--- src/design/cache_defs.svh ---
`ifndef CACHE_DEFS_SVH
`define CACHE_DEFS_SVH

// Bank and set geometry
`define CACHE_NUM_BANKS 4
`define CACHE_NUM_SETS 4
`define CACHE_NUM_WAYS 2

// Bus widths
`define CACHE_ADDR_W 16
`define CACHE_DATA_W 32

// Bank input FIFO depth
// Order FIFO uses four times this
`define CACHE_FIFO_DEPTH 2

`endif
--- src/design/cache_pkg.sv ---
`include "cache_defs.svh"

package cache_pkg;

    typedef logic [`CACHE_ADDR_W-1:0] addr_t;
    typedef logic [`CACHE_DATA_W-1:0] data_t;
    typedef logic [`CACHE_DATA_W/8-1:0] strb_t;
    typedef logic [$clog2(`CACHE_NUM_BANKS)-1:0] bank_id_t;
    typedef logic [1:0] axi_resp_t;

    localparam axi_resp_t RESP_OKAY = 2'b00;

    // Address split into byte offset, bank, set and tag
    localparam int BANK_LSB = $clog2(`CACHE_DATA_W / 8);
    localparam int SET_LSB = BANK_LSB + $clog2(`CACHE_NUM_BANKS);
    localparam int TAG_LSB = SET_LSB + $clog2(`CACHE_NUM_SETS);

    typedef logic [$clog2(`CACHE_NUM_SETS)-1:0] set_t;
    typedef logic [`CACHE_ADDR_W-TAG_LSB-1:0] tag_t;

    typedef struct packed {
        addr_t addr;
        data_t wdata;
        strb_t strb;
        logic  write;
    } bank_req_t;

    typedef struct packed {
        data_t data;
        logic  hit;
    } bank_rsp_t;

    typedef struct packed {
        addr_t addr;
        data_t wdata;
        strb_t strb;
        logic  write;
    } mem_req_t;

    typedef struct packed {
        bank_id_t bank;
        logic     write;
    } order_t;

endpackage

--- src/design/cache_top.sv ---
`timescale 1ns/1ns
`include "cache_defs.svh"

module cache_top (
    input  logic                 clk,
    input  logic                 arst_n,
    input  cache_pkg::addr_t     awaddr,
    input  logic                 awvalid,
    output logic                 awready,
    input  cache_pkg::data_t     wdata,
    input  cache_pkg::strb_t     wstrb,
    input  logic                 wvalid,
    output logic                 wready,
    output cache_pkg::axi_resp_t bresp,
    output logic                 bvalid,
    input  logic                 bready,
    input  cache_pkg::addr_t     araddr,
    input  logic                 arvalid,
    output logic                 arready,
    output cache_pkg::data_t     rdata,
    output cache_pkg::axi_resp_t rresp,
    output logic                 rvalid,
    input  logic                 rready,
    output cache_pkg::mem_req_t  mem_req,
    output logic                 mem_req_valid,
    input  logic                 mem_req_ready,
    input  logic                 mem_rsp_valid,
    input  cache_pkg::data_t     mem_rsp_data
);

    localparam int NB = `CACHE_NUM_BANKS;

    cache_pkg::bank_req_t           bank_req;
    logic [NB-1:0]                  bank_push;
    logic [NB-1:0]                  bank_full;
    cache_pkg::order_t              order;
    logic                           order_push;
    logic                           order_full;
    cache_pkg::bank_rsp_t [NB-1:0]  bank_rsp;
    logic [NB-1:0]                  bank_rsp_valid;
    logic [NB-1:0]                  bank_rsp_ready;
    cache_pkg::mem_req_t [NB-1:0]   bank_mreq;
    logic [NB-1:0]                  bank_mreq_valid;
    logic [NB-1:0]                  bank_mreq_ready;
    logic [NB-1:0]                  refill_valid;
    cache_pkg::data_t               refill_data;

    bank_dispatch dispatch_i (
        .clk        (clk),
        .arst_n     (arst_n),
        .awaddr     (awaddr),
        .awvalid    (awvalid),
        .awready    (awready),
        .wdata      (wdata),
        .wstrb      (wstrb),
        .wvalid     (wvalid),
        .wready     (wready),
        .araddr     (araddr),
        .arvalid    (arvalid),
        .arready    (arready),
        .bank_req   (bank_req),
        .bank_push  (bank_push),
        .bank_full  (bank_full),
        .order      (order),
        .order_push (order_push),
        .order_full (order_full)
    );

    for (genvar i = 0; i < NB; i++) begin : bank_g
        cache_bank bank_i (
            .clk          (clk),
            .arst_n       (arst_n),
            .req_push     (bank_push[i]),
            .req          (bank_req),
            .req_full     (bank_full[i]),
            .rsp          (bank_rsp[i]),
            .rsp_valid    (bank_rsp_valid[i]),
            .rsp_ready    (bank_rsp_ready[i]),
            .mreq         (bank_mreq[i]),
            .mreq_valid   (bank_mreq_valid[i]),
            .mreq_ready   (bank_mreq_ready[i]),
            .refill_valid (refill_valid[i]),
            .refill_data  (refill_data)
        );
    end

    bank_drain drain_i (
        .clk             (clk),
        .arst_n          (arst_n),
        .order           (order),
        .order_push      (order_push),
        .order_full      (order_full),
        .bank_rsp        (bank_rsp),
        .bank_rsp_valid  (bank_rsp_valid),
        .bank_rsp_ready  (bank_rsp_ready),
        .bank_mreq       (bank_mreq),
        .bank_mreq_valid (bank_mreq_valid),
        .bank_mreq_ready (bank_mreq_ready),
        .refill_valid    (refill_valid),
        .refill_data     (refill_data),
        .mem_req         (mem_req),
        .mem_req_valid   (mem_req_valid),
        .mem_req_ready   (mem_req_ready),
        .mem_rsp_valid   (mem_rsp_valid),
        .mem_rsp_data    (mem_rsp_data),
        .bresp           (bresp),
        .bvalid          (bvalid),
        .bready          (bready),
        .rdata           (rdata),
        .rresp           (rresp),
        .rvalid          (rvalid),
        .rready          (rready)
    );

endmodule

--- src/design/bank_drain.sv ---
`timescale 1ns/1ns
`include "cache_defs.svh"

module bank_drain (
    input  logic                                         clk,
    input  logic                                         arst_n,
    input  cache_pkg::order_t                            order,
    input  logic                                         order_push,
    output logic                                         order_full,
    input  cache_pkg::bank_rsp_t [`CACHE_NUM_BANKS-1:0]  bank_rsp,
    input  logic [`CACHE_NUM_BANKS-1:0]                  bank_rsp_valid,
    output logic [`CACHE_NUM_BANKS-1:0]                  bank_rsp_ready,
    input  cache_pkg::mem_req_t [`CACHE_NUM_BANKS-1:0]   bank_mreq,
    input  logic [`CACHE_NUM_BANKS-1:0]                  bank_mreq_valid,
    output logic [`CACHE_NUM_BANKS-1:0]                  bank_mreq_ready,
    output logic [`CACHE_NUM_BANKS-1:0]                  refill_valid,
    output cache_pkg::data_t                             refill_data,
    output cache_pkg::mem_req_t                          mem_req,
    output logic                                         mem_req_valid,
    input  logic                                         mem_req_ready,
    input  logic                                         mem_rsp_valid,
    input  cache_pkg::data_t                             mem_rsp_data,
    output cache_pkg::axi_resp_t                         bresp,
    output logic                                         bvalid,
    input  logic                                         bready,
    output cache_pkg::data_t                             rdata,
    output cache_pkg::axi_resp_t                         rresp,
    output logic                                         rvalid,
    input  logic                                         rready
);

    localparam int NB = `CACHE_NUM_BANKS;

    cache_pkg::order_t   ord_head;
    logic                ord_empty;
    logic                take;
    logic                axi_done;
    logic                out_valid_q;
    cache_pkg::data_t    out_data_q;

    cache_pkg::bank_id_t rr_q;
    cache_pkg::bank_id_t gnt_q;
    cache_pkg::bank_id_t pick;
    logic                pick_valid;
    logic                grant;
    logic                busy_q;
    logic                req_pend_q;
    cache_pkg::mem_req_t mem_req_q;

    sync_fifo #(
        .payload_t (cache_pkg::order_t),
        .DEPTH     (4 * `CACHE_FIFO_DEPTH)
    ) order_fifo_i (
        .clk       (clk),
        .arst_n    (arst_n),
        .push      (order_push),
        .push_data (order),
        .pop       (axi_done),
        .pop_data  (ord_head),
        .empty     (ord_empty),
        .full      (order_full)
    );

    // Head of the order FIFO picks the next bank to answer
    assign take     = !out_valid_q && !ord_empty && bank_rsp_valid[ord_head.bank];
    assign bvalid   = out_valid_q && ord_head.write;
    assign rvalid   = out_valid_q && !ord_head.write;
    assign bresp    = cache_pkg::RESP_OKAY;
    assign rresp    = cache_pkg::RESP_OKAY;
    assign rdata    = out_data_q;
    assign axi_done = (bvalid && bready) || (rvalid && rready);

    // Round-robin search starting at rr_q
    always_comb begin
        cache_pkg::bank_id_t idx;
        pick       = rr_q;
        pick_valid = 1'b0;
        for (int k = NB - 1; k >= 0; k--) begin
            idx = rr_q + cache_pkg::bank_id_t'(k);
            if (bank_mreq_valid[idx]) begin
                pick       = idx;
                pick_valid = 1'b1;
            end
        end
    end

    assign grant         = !busy_q && pick_valid;
    assign mem_req       = mem_req_q;
    assign mem_req_valid = req_pend_q;
    assign refill_data   = mem_rsp_data;

    always_comb begin
        bank_rsp_ready  = '0;
        bank_mreq_ready = '0;
        refill_valid    = '0;
        if (take)
            bank_rsp_ready[ord_head.bank] = 1'b1;
        if (grant)
            bank_mreq_ready[pick] = 1'b1;
        if (busy_q && mem_rsp_valid)
            refill_valid[gnt_q] = 1'b1;
    end

    always_ff @(posedge clk or negedge arst_n) begin
        if (!arst_n) begin
            out_valid_q <= 1'b0;
            busy_q      <= 1'b0;
            req_pend_q  <= 1'b0;
            rr_q        <= '0;
            gnt_q       <= '0;
        end else begin
            if (take)
                out_valid_q <= 1'b1;
            else if (axi_done)
                out_valid_q <= 1'b0;

            if (grant) begin
                busy_q     <= 1'b1;
                req_pend_q <= 1'b1;
                gnt_q      <= pick;
                rr_q       <= pick + 1'b1;
            end else begin
                if (req_pend_q && mem_req_ready)
                    req_pend_q <= 1'b0;
                if (mem_rsp_valid)
                    busy_q <= 1'b0;
            end
        end
    end

    always_ff @(posedge clk) begin
        if (take)
            out_data_q <= bank_rsp[ord_head.bank].data;
        if (grant)
            mem_req_q <= bank_mreq[pick];
    end

    assert property (@(posedge clk) disable iff (!arst_n)
        mem_req_valid && !mem_req_ready |=> mem_req_valid && $stable(mem_req));

endmodule

--- src/design/cache_bank.sv ---
`timescale 1ns/1ns
`include "cache_defs.svh"

module cache_bank (
    input  logic                 clk,
    input  logic                 arst_n,
    input  logic                 req_push,
    input  cache_pkg::bank_req_t req,
    output logic                 req_full,
    output cache_pkg::bank_rsp_t rsp,
    output logic                 rsp_valid,
    input  logic                 rsp_ready,
    output cache_pkg::mem_req_t  mreq,
    output logic                 mreq_valid,
    input  logic                 mreq_ready,
    input  logic                 refill_valid,
    input  cache_pkg::data_t     refill_data
);

    localparam int NS     = `CACHE_NUM_SETS;
    localparam int NW     = `CACHE_NUM_WAYS;
    localparam int STRB_W = $bits(cache_pkg::strb_t);

    typedef logic [$clog2(NW)-1:0] way_t;
    typedef enum logic [1:0] {S_IDLE, S_LOOKUP, S_MEM, S_RESP} state_t;

    state_t               state_q;
    cache_pkg::bank_req_t cur_q;
    cache_pkg::bank_req_t fifo_data;
    cache_pkg::bank_rsp_t rsp_q;
    logic                 fifo_empty;
    logic                 fifo_pop;
    logic                 mreq_sent_q;

    // Tag, data, valid and LRU stores
    cache_pkg::tag_t        tag_q [NS][NW];
    cache_pkg::data_t       data_q [NS][NW];
    logic [NS-1:0][NW-1:0]  valid_q;
    way_t [NS-1:0]          lru_q;

    cache_pkg::set_t set;
    cache_pkg::tag_t tag;
    logic [NW-1:0]   hit_vec;
    logic            hit;
    way_t            hit_way;
    way_t            victim;
    way_t            victim_q;

    sync_fifo #(
        .payload_t (cache_pkg::bank_req_t),
        .DEPTH     (`CACHE_FIFO_DEPTH)
    ) req_fifo_i (
        .clk       (clk),
        .arst_n    (arst_n),
        .push      (req_push),
        .push_data (req),
        .pop       (fifo_pop),
        .pop_data  (fifo_data),
        .empty     (fifo_empty),
        .full      (req_full)
    );

    assign fifo_pop = (state_q == S_IDLE) && !fifo_empty;

    assign set = cur_q.addr[cache_pkg::SET_LSB +: $bits(cache_pkg::set_t)];
    assign tag = cur_q.addr[cache_pkg::TAG_LSB +: $bits(cache_pkg::tag_t)];

    always_comb begin
        hit_way = '0;
        for (int w = 0; w < NW; w++) begin
            hit_vec[w] = valid_q[set][w] && (tag_q[set][w] == tag);
            if (hit_vec[w])
                hit_way = way_t'(w);
        end
        hit = |hit_vec;
    end

    // Lowest invalid way first, else the LRU way
    always_comb begin
        victim = lru_q[set];
        for (int w = NW - 1; w >= 0; w--) begin
            if (!valid_q[set][w])
                victim = way_t'(w);
        end
    end

    assign mreq.addr  = cur_q.addr;
    assign mreq.wdata = cur_q.wdata;
    assign mreq.strb  = cur_q.strb;
    assign mreq.write = cur_q.write;
    assign mreq_valid = (state_q == S_MEM) && !mreq_sent_q;

    assign rsp       = rsp_q;
    assign rsp_valid = (state_q == S_RESP);

    always_ff @(posedge clk or negedge arst_n) begin
        if (!arst_n) begin
            state_q     <= S_IDLE;
            mreq_sent_q <= 1'b0;
            valid_q     <= '0;
            lru_q       <= '0;
        end else begin
            case (state_q)
                S_IDLE: begin
                    if (!fifo_empty)
                        state_q <= S_LOOKUP;
                end
                S_LOOKUP: begin
                    if (hit)
                        lru_q[set] <= ~hit_way;
                    // Writes always go through to memory
                    if (hit && !cur_q.write) begin
                        state_q <= S_RESP;
                    end else begin
                        state_q     <= S_MEM;
                        mreq_sent_q <= 1'b0;
                    end
                end
                S_MEM: begin
                    if (mreq_valid && mreq_ready)
                        mreq_sent_q <= 1'b1;
                    if (refill_valid) begin
                        state_q <= S_RESP;
                        if (!cur_q.write) begin
                            valid_q[set][victim_q] <= 1'b1;
                            lru_q[set]             <= ~victim_q;
                        end
                    end
                end
                default: begin
                    if (rsp_ready)
                        state_q <= S_IDLE;
                end
            endcase
        end
    end

    always_ff @(posedge clk) begin
        if (fifo_pop)
            cur_q <= fifo_data;
        if (state_q == S_LOOKUP) begin
            victim_q   <= victim;
            rsp_q.hit  <= hit;
            rsp_q.data <= data_q[set][hit_way];
            if (hit && cur_q.write) begin
                for (int b = 0; b < STRB_W; b++) begin
                    if (cur_q.strb[b])
                        data_q[set][hit_way][8*b +: 8] <= cur_q.wdata[8*b +: 8];
                end
            end
        end
        // No allocate on write miss
        if (state_q == S_MEM && refill_valid) begin
            rsp_q.data <= refill_data;
            if (!cur_q.write) begin
                tag_q[set][victim_q]  <= tag;
                data_q[set][victim_q] <= refill_data;
            end
        end
    end

    assert property (@(posedge clk) disable iff (!arst_n)
        state_q == S_LOOKUP |-> $onehot0(hit_vec));

    assert property (@(posedge clk) disable iff (!arst_n)
        rsp_valid && !rsp_ready |=> rsp_valid && $stable(rsp));

endmodule

--- src/design/bank_dispatch.sv ---
`timescale 1ns/1ns
`include "cache_defs.svh"

module bank_dispatch (
    input  logic                         clk,
    input  logic                         arst_n,
    input  cache_pkg::addr_t             awaddr,
    input  logic                         awvalid,
    output logic                         awready,
    input  cache_pkg::data_t             wdata,
    input  cache_pkg::strb_t             wstrb,
    input  logic                         wvalid,
    output logic                         wready,
    input  cache_pkg::addr_t             araddr,
    input  logic                         arvalid,
    output logic                         arready,
    output cache_pkg::bank_req_t         bank_req,
    output logic [`CACHE_NUM_BANKS-1:0]  bank_push,
    input  logic [`CACHE_NUM_BANKS-1:0]  bank_full,
    output cache_pkg::order_t            order,
    output logic                         order_push,
    input  logic                         order_full
);

    cache_pkg::bank_id_t wr_bank;
    cache_pkg::bank_id_t rd_bank;
    logic                wr_ok;
    logic                rd_ok;

    assign wr_bank = awaddr[cache_pkg::BANK_LSB +: $bits(cache_pkg::bank_id_t)];
    assign rd_bank = araddr[cache_pkg::BANK_LSB +: $bits(cache_pkg::bank_id_t)];

    // AW and W only move together, and writes win over reads
    assign wr_ok = awvalid && wvalid && !bank_full[wr_bank] && !order_full;
    assign rd_ok = arvalid && !wr_ok && !bank_full[rd_bank] && !order_full;

    assign awready = wr_ok;
    assign wready  = wr_ok;
    assign arready = rd_ok;

    always_comb begin
        bank_req.addr  = wr_ok ? awaddr : araddr;
        bank_req.wdata = wdata;
        bank_req.strb  = wr_ok ? wstrb : '0;
        bank_req.write = wr_ok;

        bank_push = '0;
        if (wr_ok)
            bank_push[wr_bank] = 1'b1;
        else if (rd_ok)
            bank_push[rd_bank] = 1'b1;

        order.bank  = wr_ok ? wr_bank : rd_bank;
        order.write = wr_ok;
        order_push  = wr_ok || rd_ok;
    end

    // Master side must hold address while stalled
    assert property (@(posedge clk) disable iff (!arst_n)
        awvalid && !awready |=> awvalid && $stable(awaddr));
    assert property (@(posedge clk) disable iff (!arst_n)
        arvalid && !arready |=> arvalid && $stable(araddr));

endmodule

--- src/design/sync_fifo.sv ---
`timescale 1ns/1ns

module sync_fifo #(
    parameter type payload_t = logic,
    parameter int  DEPTH = 2
) (
    input  logic     clk,
    input  logic     arst_n,
    input  logic     push,
    input  payload_t push_data,
    input  logic     pop,
    output payload_t pop_data,
    output logic     empty,
    output logic     full
);

    localparam int PTR_W = (DEPTH > 1) ? $clog2(DEPTH) : 1;

    payload_t         mem_q [DEPTH];
    logic [PTR_W-1:0] wr_ptr_q;
    logic [PTR_W-1:0] rd_ptr_q;
    logic [PTR_W:0]   count_q;

    assign empty    = (count_q == '0);
    assign full     = (count_q == (PTR_W+1)'(DEPTH));
    assign pop_data = mem_q[rd_ptr_q];

    always_ff @(posedge clk or negedge arst_n) begin
        if (!arst_n) begin
            wr_ptr_q <= '0;
            rd_ptr_q <= '0;
            count_q  <= '0;
        end else begin
            if (push)
                wr_ptr_q <= (wr_ptr_q == PTR_W'(DEPTH - 1)) ? '0 : wr_ptr_q + 1'b1;
            if (pop)
                rd_ptr_q <= (rd_ptr_q == PTR_W'(DEPTH - 1)) ? '0 : rd_ptr_q + 1'b1;
            count_q <= count_q + (PTR_W+1)'(push) - (PTR_W+1)'(pop);
        end
    end

    always_ff @(posedge clk) begin
        if (push)
            mem_q[wr_ptr_q] <= push_data;
    end

    // Callers must respect full and empty
    assert property (@(posedge clk) disable iff (!arst_n)
        !(push && full) && !(pop && empty));

endmodule

--- config.mk ---
export PLATFORM = sky130hd
export DESIGN_NAME = cache_top
export DESIGN_NICKNAME = d
export VERILOG_FILES = /design/src/design/cache_pkg.sv /design/src/design/cache_top.sv /design/src/design/bank_drain.sv /design/src/design/cache_bank.sv /design/src/design/bank_dispatch.sv /design/src/design/sync_fifo.sv
export VERILOG_INCLUDE_DIRS = /design/src /design/src/design
export SDC_FILE = /design/constraint.sdc
export NUM_CORES = 2
export LEC_CHECK = 0
export BUFFER_PORTS_ARGS = -buffer_cell sky130_fd_sc_hd__buf_2
export CORE_MARGIN = 2
export CORE_UTILIZATION = 53
export DETAILED_ROUTE_END_ITERATION = 12
export PLACE_DENSITY_LB_ADDON = 0.2
export SYNTH_ARGS = -nofsm -noshare
export SYNTH_HDL_FRONTEND = slang
export SYNTH_HIERARCHICAL = 1
export SYNTH_SLANG_ARGS = --single-unit
export TNS_END_PERCENT = 5
--- constraint.sdc ---
create_clock -name clk -period 5.9 [get_ports clk]
set_clock_uncertainty 0.15 [all_clocks]
set_input_delay 0 -clock clk [delete_from_list [all_inputs] [get_ports clk]]
set_output_delay 0 -clock clk [all_outputs]
set_load 0.03 [all_outputs]
# Yosys cells after proc, flatten, opt, wreduce, memory -nomap -nowiden
# Memory sizes are Yosys's and may differ from the RTL's. A register that Yosys moved wholly into a read port is not among the register bits.
# Cells that the tools add are included.
# word_totals
ff_bits	314
ram_bits	1792
inputBits	109
output_inout_bits	95
word_cells	2739
n_memories	13
# classes
add_sub_neg	24
n_lt_le_gt_ge	46
n_eq_ne	51
n_mux	1346
bitwise	1048
n_reduce_logical	134
# memory_table
memory	words	width	read_ports	rd_ports_with_merged_regs	wr	line_no	text
bank_g[0].bank_i.data_q	4	64	1	0	1	cache_bank.sv:37	cache_pkg::data_t data_q [NS][NW];
bank_g[1].bank_i.data_q	4	64	1	0	1	cache_bank.sv:37	
bank_g[2].bank_i.data_q	4	64	1	0	1	cache_bank.sv:37	
bank_g[3].bank_i.data_q	4	64	1	0	1	cache_bank.sv:37	
bank_g[0].bank_i.req_fifo_i.mem_q	2	53	1	1	1	sync_fifo.sv:19	payload_t mem_q [DEPTH];
bank_g[1].bank_i.req_fifo_i.mem_q	2	53	1	1	1	sync_fifo.sv:19	
7 more memories	n/a	n/a	n/a	n/a	n/a	n/a	
# ops
cell	count
$mux 64	20
$mux 1	1152
$or 1x1->1	1024
$mux 32	24
$demux 32 s1	20
$mux 33	5
$bmux 53 s2	1
$mux 24	4
$eq 10x10->1	8
$mux 16	5
$mux 20	4
$mux 4	18
$logic_and 1x1->1	68
$bmux 33 s2	1
$mux 53	1
$mux 2	25
$demux 10 s1	4
$mux 10	4
$lt 2x3->1 const B	13
$reduce_and 3->1	12
$bwmux 4	8
$mux 8	4
$or 8x8->8	4
$pmux 4 s2	4
other kinds (37)	216

# Longest topological paths before layout
# depth
word_depth	16
mapped_depth	14
ltp_nobuf	12

# By module
# Netlist, hierarchy kept.
# by_module_without_submodules
module	instances	cells_each	area_each_um2	seq_area_each_um2
cache_bank at bank_g[1].bank_i ...	3	1049	17720.7	13117.6
cache_bank at bank_g[0].bank_i	1	981	17779.6	13117.6
sync_fifo at bank_g[0].bank_i.req_fifo_i ...	4	180	4271.6	3283.1
bank_drain	1	404	5849.4	2727.6
sync_fifo at drain_i.order_fifo_i	1	93	1531.5	970.9
bank_dispatch	1	97	875.8	0.0

# Worst setup path after synthesis
# No wires, ideal clock.
# synth_path
kind	register -> register
startpoint	register drain_i.order_fifo_i.count_q[2]
endpoint	memory bank_g[0].bank_i/req_fifo_i/mem_q[0][0] in the netlist's numbering (enable)
setup_ps	470
arrival_time_ps	4188
t_required_ps	5280
slack_ps	1092
stages_incl_launch_ff	8
n_path_buf	0
synth_period_minus_slack_ps	4808
cell_sequence	dfrtp_1 -> inv_1 -> ha_1 -> and3_1 -> nand3b_2 -> or4_2 -> o211ai_1 -> nor2b_1
# synth_between
elab_chain_cells	11
# synth_rtl
item	line_no	text
from (decl)	sync_fifo.sv:22	logic [PTR_W:0] count_q;
from (signal assigned)	sync_fifo.sv:38	count_q <= count_q + (PTR_W+1)'(push) - (PTR_W+1)'(pop);
$eq 4x4->1 *	sync_fifo.sv:25	assign full = (count_q == (PTR_W+1)'(DEPTH));
named net order_full	cache_top.sv:38	logic order_full;
$logic_not 1->1 *	bank_dispatch.sv:34, bank_dispatch.sv:35	
$logic_and 1x1->1	bank_dispatch.sv:34	assign wr_ok = awvalid && wvalid && !bank_full[wr_bank] && !order_full;
$logic_not 1->1	bank_dispatch.sv:35	assign rd_ok = arvalid && !wr_ok && !bank_full[rd_bank] && !order_full;
$logic_and 1x1->1 (3 in a row)	bank_dispatch.sv:35	
$mux 4	bank_dispatch.sv:50	else if (rd_ok)
$mux 4 *	bank_dispatch.sv:48	if (wr_ok)
named net bank_push[0]	cache_top.sv:34	logic [NB-1:0] bank_push;
$mux 1 *	sync_fifo.sv:43	if (push)
$mux 1 (not written as such) *	sync_fifo.sv:44	mem_q[wr_ptr_q] <= push_data;
to (decl)	sync_fifo.sv:19	
# The timed path passes the listed nets; every way through them passes the cells marked *.

==> run metrics <==
met3 layer usage reported by global route 5.86%; min-delay worst type input port to flop; RSZ-0062 raised after global routing no; final worst-path cycle share 81.6%; Finish-stage setup viols 0; critical path arrival 5.17 ns; fin nets 5,935; total gr overflow 0; slew of the pin with the lowest slew margin 1.30 ns; number of fill cells 13,200; critical path launch point type flop; switch share 34.8%; area grow syn2layout 11.9%; starting density of the core 53.3%; crit path time final 4.82 ns; core area 0.181 mm²; Internal 36.6 mW; input/output buffers 199; Avg Inst Size Synth 17.7 µm²; Max VDD drop 0.000442 V; Multi-input gate area 0.0246 mm²; first-pass GRT wire length 373,000 µm; cells after synthesis 5,434; power density over the cells 522 mW/mm²; LEAKAGE 37.2 nW; GRT Util Overall 28.7%; WL final 266,000 µm; Syn Std Cell Area 0.0961 mm²; Most Crowded Layer GR met2; vias 51,100; largest net degree at the start of global routing 67; full die area 0.185 mm²; final non-filler cell area 0.108 mm²; Post-CTS Resized 0; Die Ht 430 µm; vias per cell 6.11; Net Switching 19.5 mW; Fmax 208 MHz; initial DRC count 6,536; Flop pwr share 45.0%; # rows 156; routed len/inst 31.8 µm; Fin Setup TNS 0 ns; post-CTS repair timing setup buffer count 0; WS Path Type flop to flop; DRC Markers 0; die width 430 µm; share of post-route cells with drive strength above 1 22.7%; routing usage on met2 46.9%; H-tree Lvls 4; Sink Count 2,322; Clock power frac 24.8%; DP HPWL 178,000 µm; Slew Viols, Final 0; Ys Warns 6; Skew-Pair Late Insertion Delay 0.88 ns; failing checks negative hold slack; slew margin rel. 13.2%; vias in the first global route 50,500; critical path required time 6.25 ns; total area of sequential cells 0.0692 mm²; met1 usage 37.8%; critical hold path startpoint wvalid; Worst Path Max Fanout 44; outcome complete, but fails checks; maximum buffer depth of the clock tree 3; WHS -0.000949 ns; CTS tree done; Worst-path clk slew 0.06 ns; Pre-antenna DRT Iters 6; final hold viol count 2; Setup crit end kind flop; maxcap violations 0; Post-Place Cell Area 0.0988 mm²; Antenna Nets Post-Route 0; antenna violations before repair 19; total CTS buffers 226; clk root buf clkbuf_16; GP Congestion 0.867; Ports 204; Gate power share 30.2%
## routing by layer
metal | vias up | part of all wire [%]
met5 | - | 0.027
met4 | 10 | 4.9
met3 | 532 | 8.8
met2 | 2407 | 49
met1 | 26600 | 37
li1 | 21500 | -
## path summary, 6_finish.rpt
| kind | to | slack (ns) | cells past startpoint |
|---|---|---|---|
| min in group asynchronous | bank_g[3].bank_i/req_fifo_i/rd_ptr_q$_DFFE_PN0P_ | 0.11 | 4 |
| worst max-delay path | bank_g[2].bank_i/data_q[1][43]$_DFFE_PP_ | 1.08 | 6 |
| worst max register to register | bank_g[2].bank_i/data_q[1][43]$_DFFE_PP_ | 1.08 | 6 |
| worst min-delay path | drain_i/order_fifo_i/mem_q[3][1]$_DFFE_PP_ | -0.0009 | 4 |
| worst min register to register | bank_g[0].bank_i/valid_q[2]$_DFFE_PN0P_ | 0.31 | 1 |
| max in group asynchronous | bank_g[0].bank_i/valid_q[0]$_DFFE_PN0P_ | 4.53 | 4 |
## timing repair
item,CTS,global route
setup endpoints to repair,0,0
endpoints found under the hold margin,1782,0
hold buffers,168,0
## power groups by stage
stage                     Combinational (mW)  Clock [mW]  Sequential, mW
final                                   17.0        13.9            25.3
after global placement                  16.6           0            25.5
after global routing                    17.8        14.6            25.5
after detailed placement                16.8           0            25.6
after CTS                               17.0        14.0            25.3
after floorplan                         11.8           0            24.0
## cells in the final DEF, fill, tap and decap left out, types with 7 or more instances in the layout
cell           instances
a21boi_0               7
edfxtp_1            2221
bufinv_16             11
o21ai_0              131
nand4_1               10
buf_4                 98
dfxtp_4                8
ha_1                  38
mux2i_1              379
or2_2                 37
buf_2                198
nor3_1                16
mux2_2                87
clkbuf_16            226
a31oi_1               21
inv_1                 52
mux2_4               210
and2_1                 7
nor4_1                 7
clkinv_2              38
nand2_1              838
o21ai_1               14
nor2b_4                9
nor2_1               197
a21oi_1               37
o22ai_1               12
dlygate4sd3_1        167
diode_2                8
xor2_1                36
nand2b_1              14
clkinv_1              48
a31o_2                13
dfrtp_1               89
clkbuf_1              68
and3_1                22
xnor2_1               75
mux4_2               341
nor2b_1               14
o311ai_0              12
## per-stage QoR
stage | std cells | utilization [%] | total power [mW] | worst slack [ns] | hold WS [ns]
after floorplan | 5437 | - | 35.8 | 1.09 | -0.446
after global placement | 7761 | 54.7 | 42.1 | 1.20 | -0.157
final | 8359 | 59.6 | 56.2 | 1.08 | -0.000949
after detailed placement | 7761 | 54.7 | 42.4 | 1.17 | -0.153
after global routing | 8352 | 59.6 | 57.9 | 0.966 | 0.0731
after CTS | 8351 | 59.6 | 56.3 | 1.16 | 0.000471
## worst max-delay path: stages, from the launching register on
cell and delay, ns:
dfxtp_4 1.02, mux4_2 0.61, xnor2_1 0.18, nand4_1 0.22
nor3_4 1.03, a31oi_1 0.45, nor2_1 0.74
## registers in the layout, indices dropped and copies added (netlist names), 8 cells and up, named ones only
signal                            flops
bank_g.bank_i/data_q               1024
bank_g.bank_i/lru_q                  16
bank_g.bank_i/mreq                  212
bank_g.bank_i/req_fifo_i/count_q      8
bank_g.bank_i/req_fifo_i/mem_q      424
bank_g.bank_i/rsp                   128
bank_g.bank_i/state_q                 8
bank_g.bank_i/tag_q                 320
bank_g.bank_i/valid_q                32
drain_i/mem_req                      53
drain_i/order_fifo_i/mem_q           24
drain_i/rdata                        32
## area by class of cell
type                            instances  share of cell area, %
Antenna cell                            8                 0.0186
Clock buffer                          300                   5.57
Clock inverter                        122                   1.02
Inverter                               52                  0.181
Multi-Input combinational cell       2718                   22.9
Sequential cell                      2322                   64.3
Tap cell                             2370                   2.76
Timing Repair Buffer                  467                   3.23
Note: power is estimated with default switching activity, not from simulation.
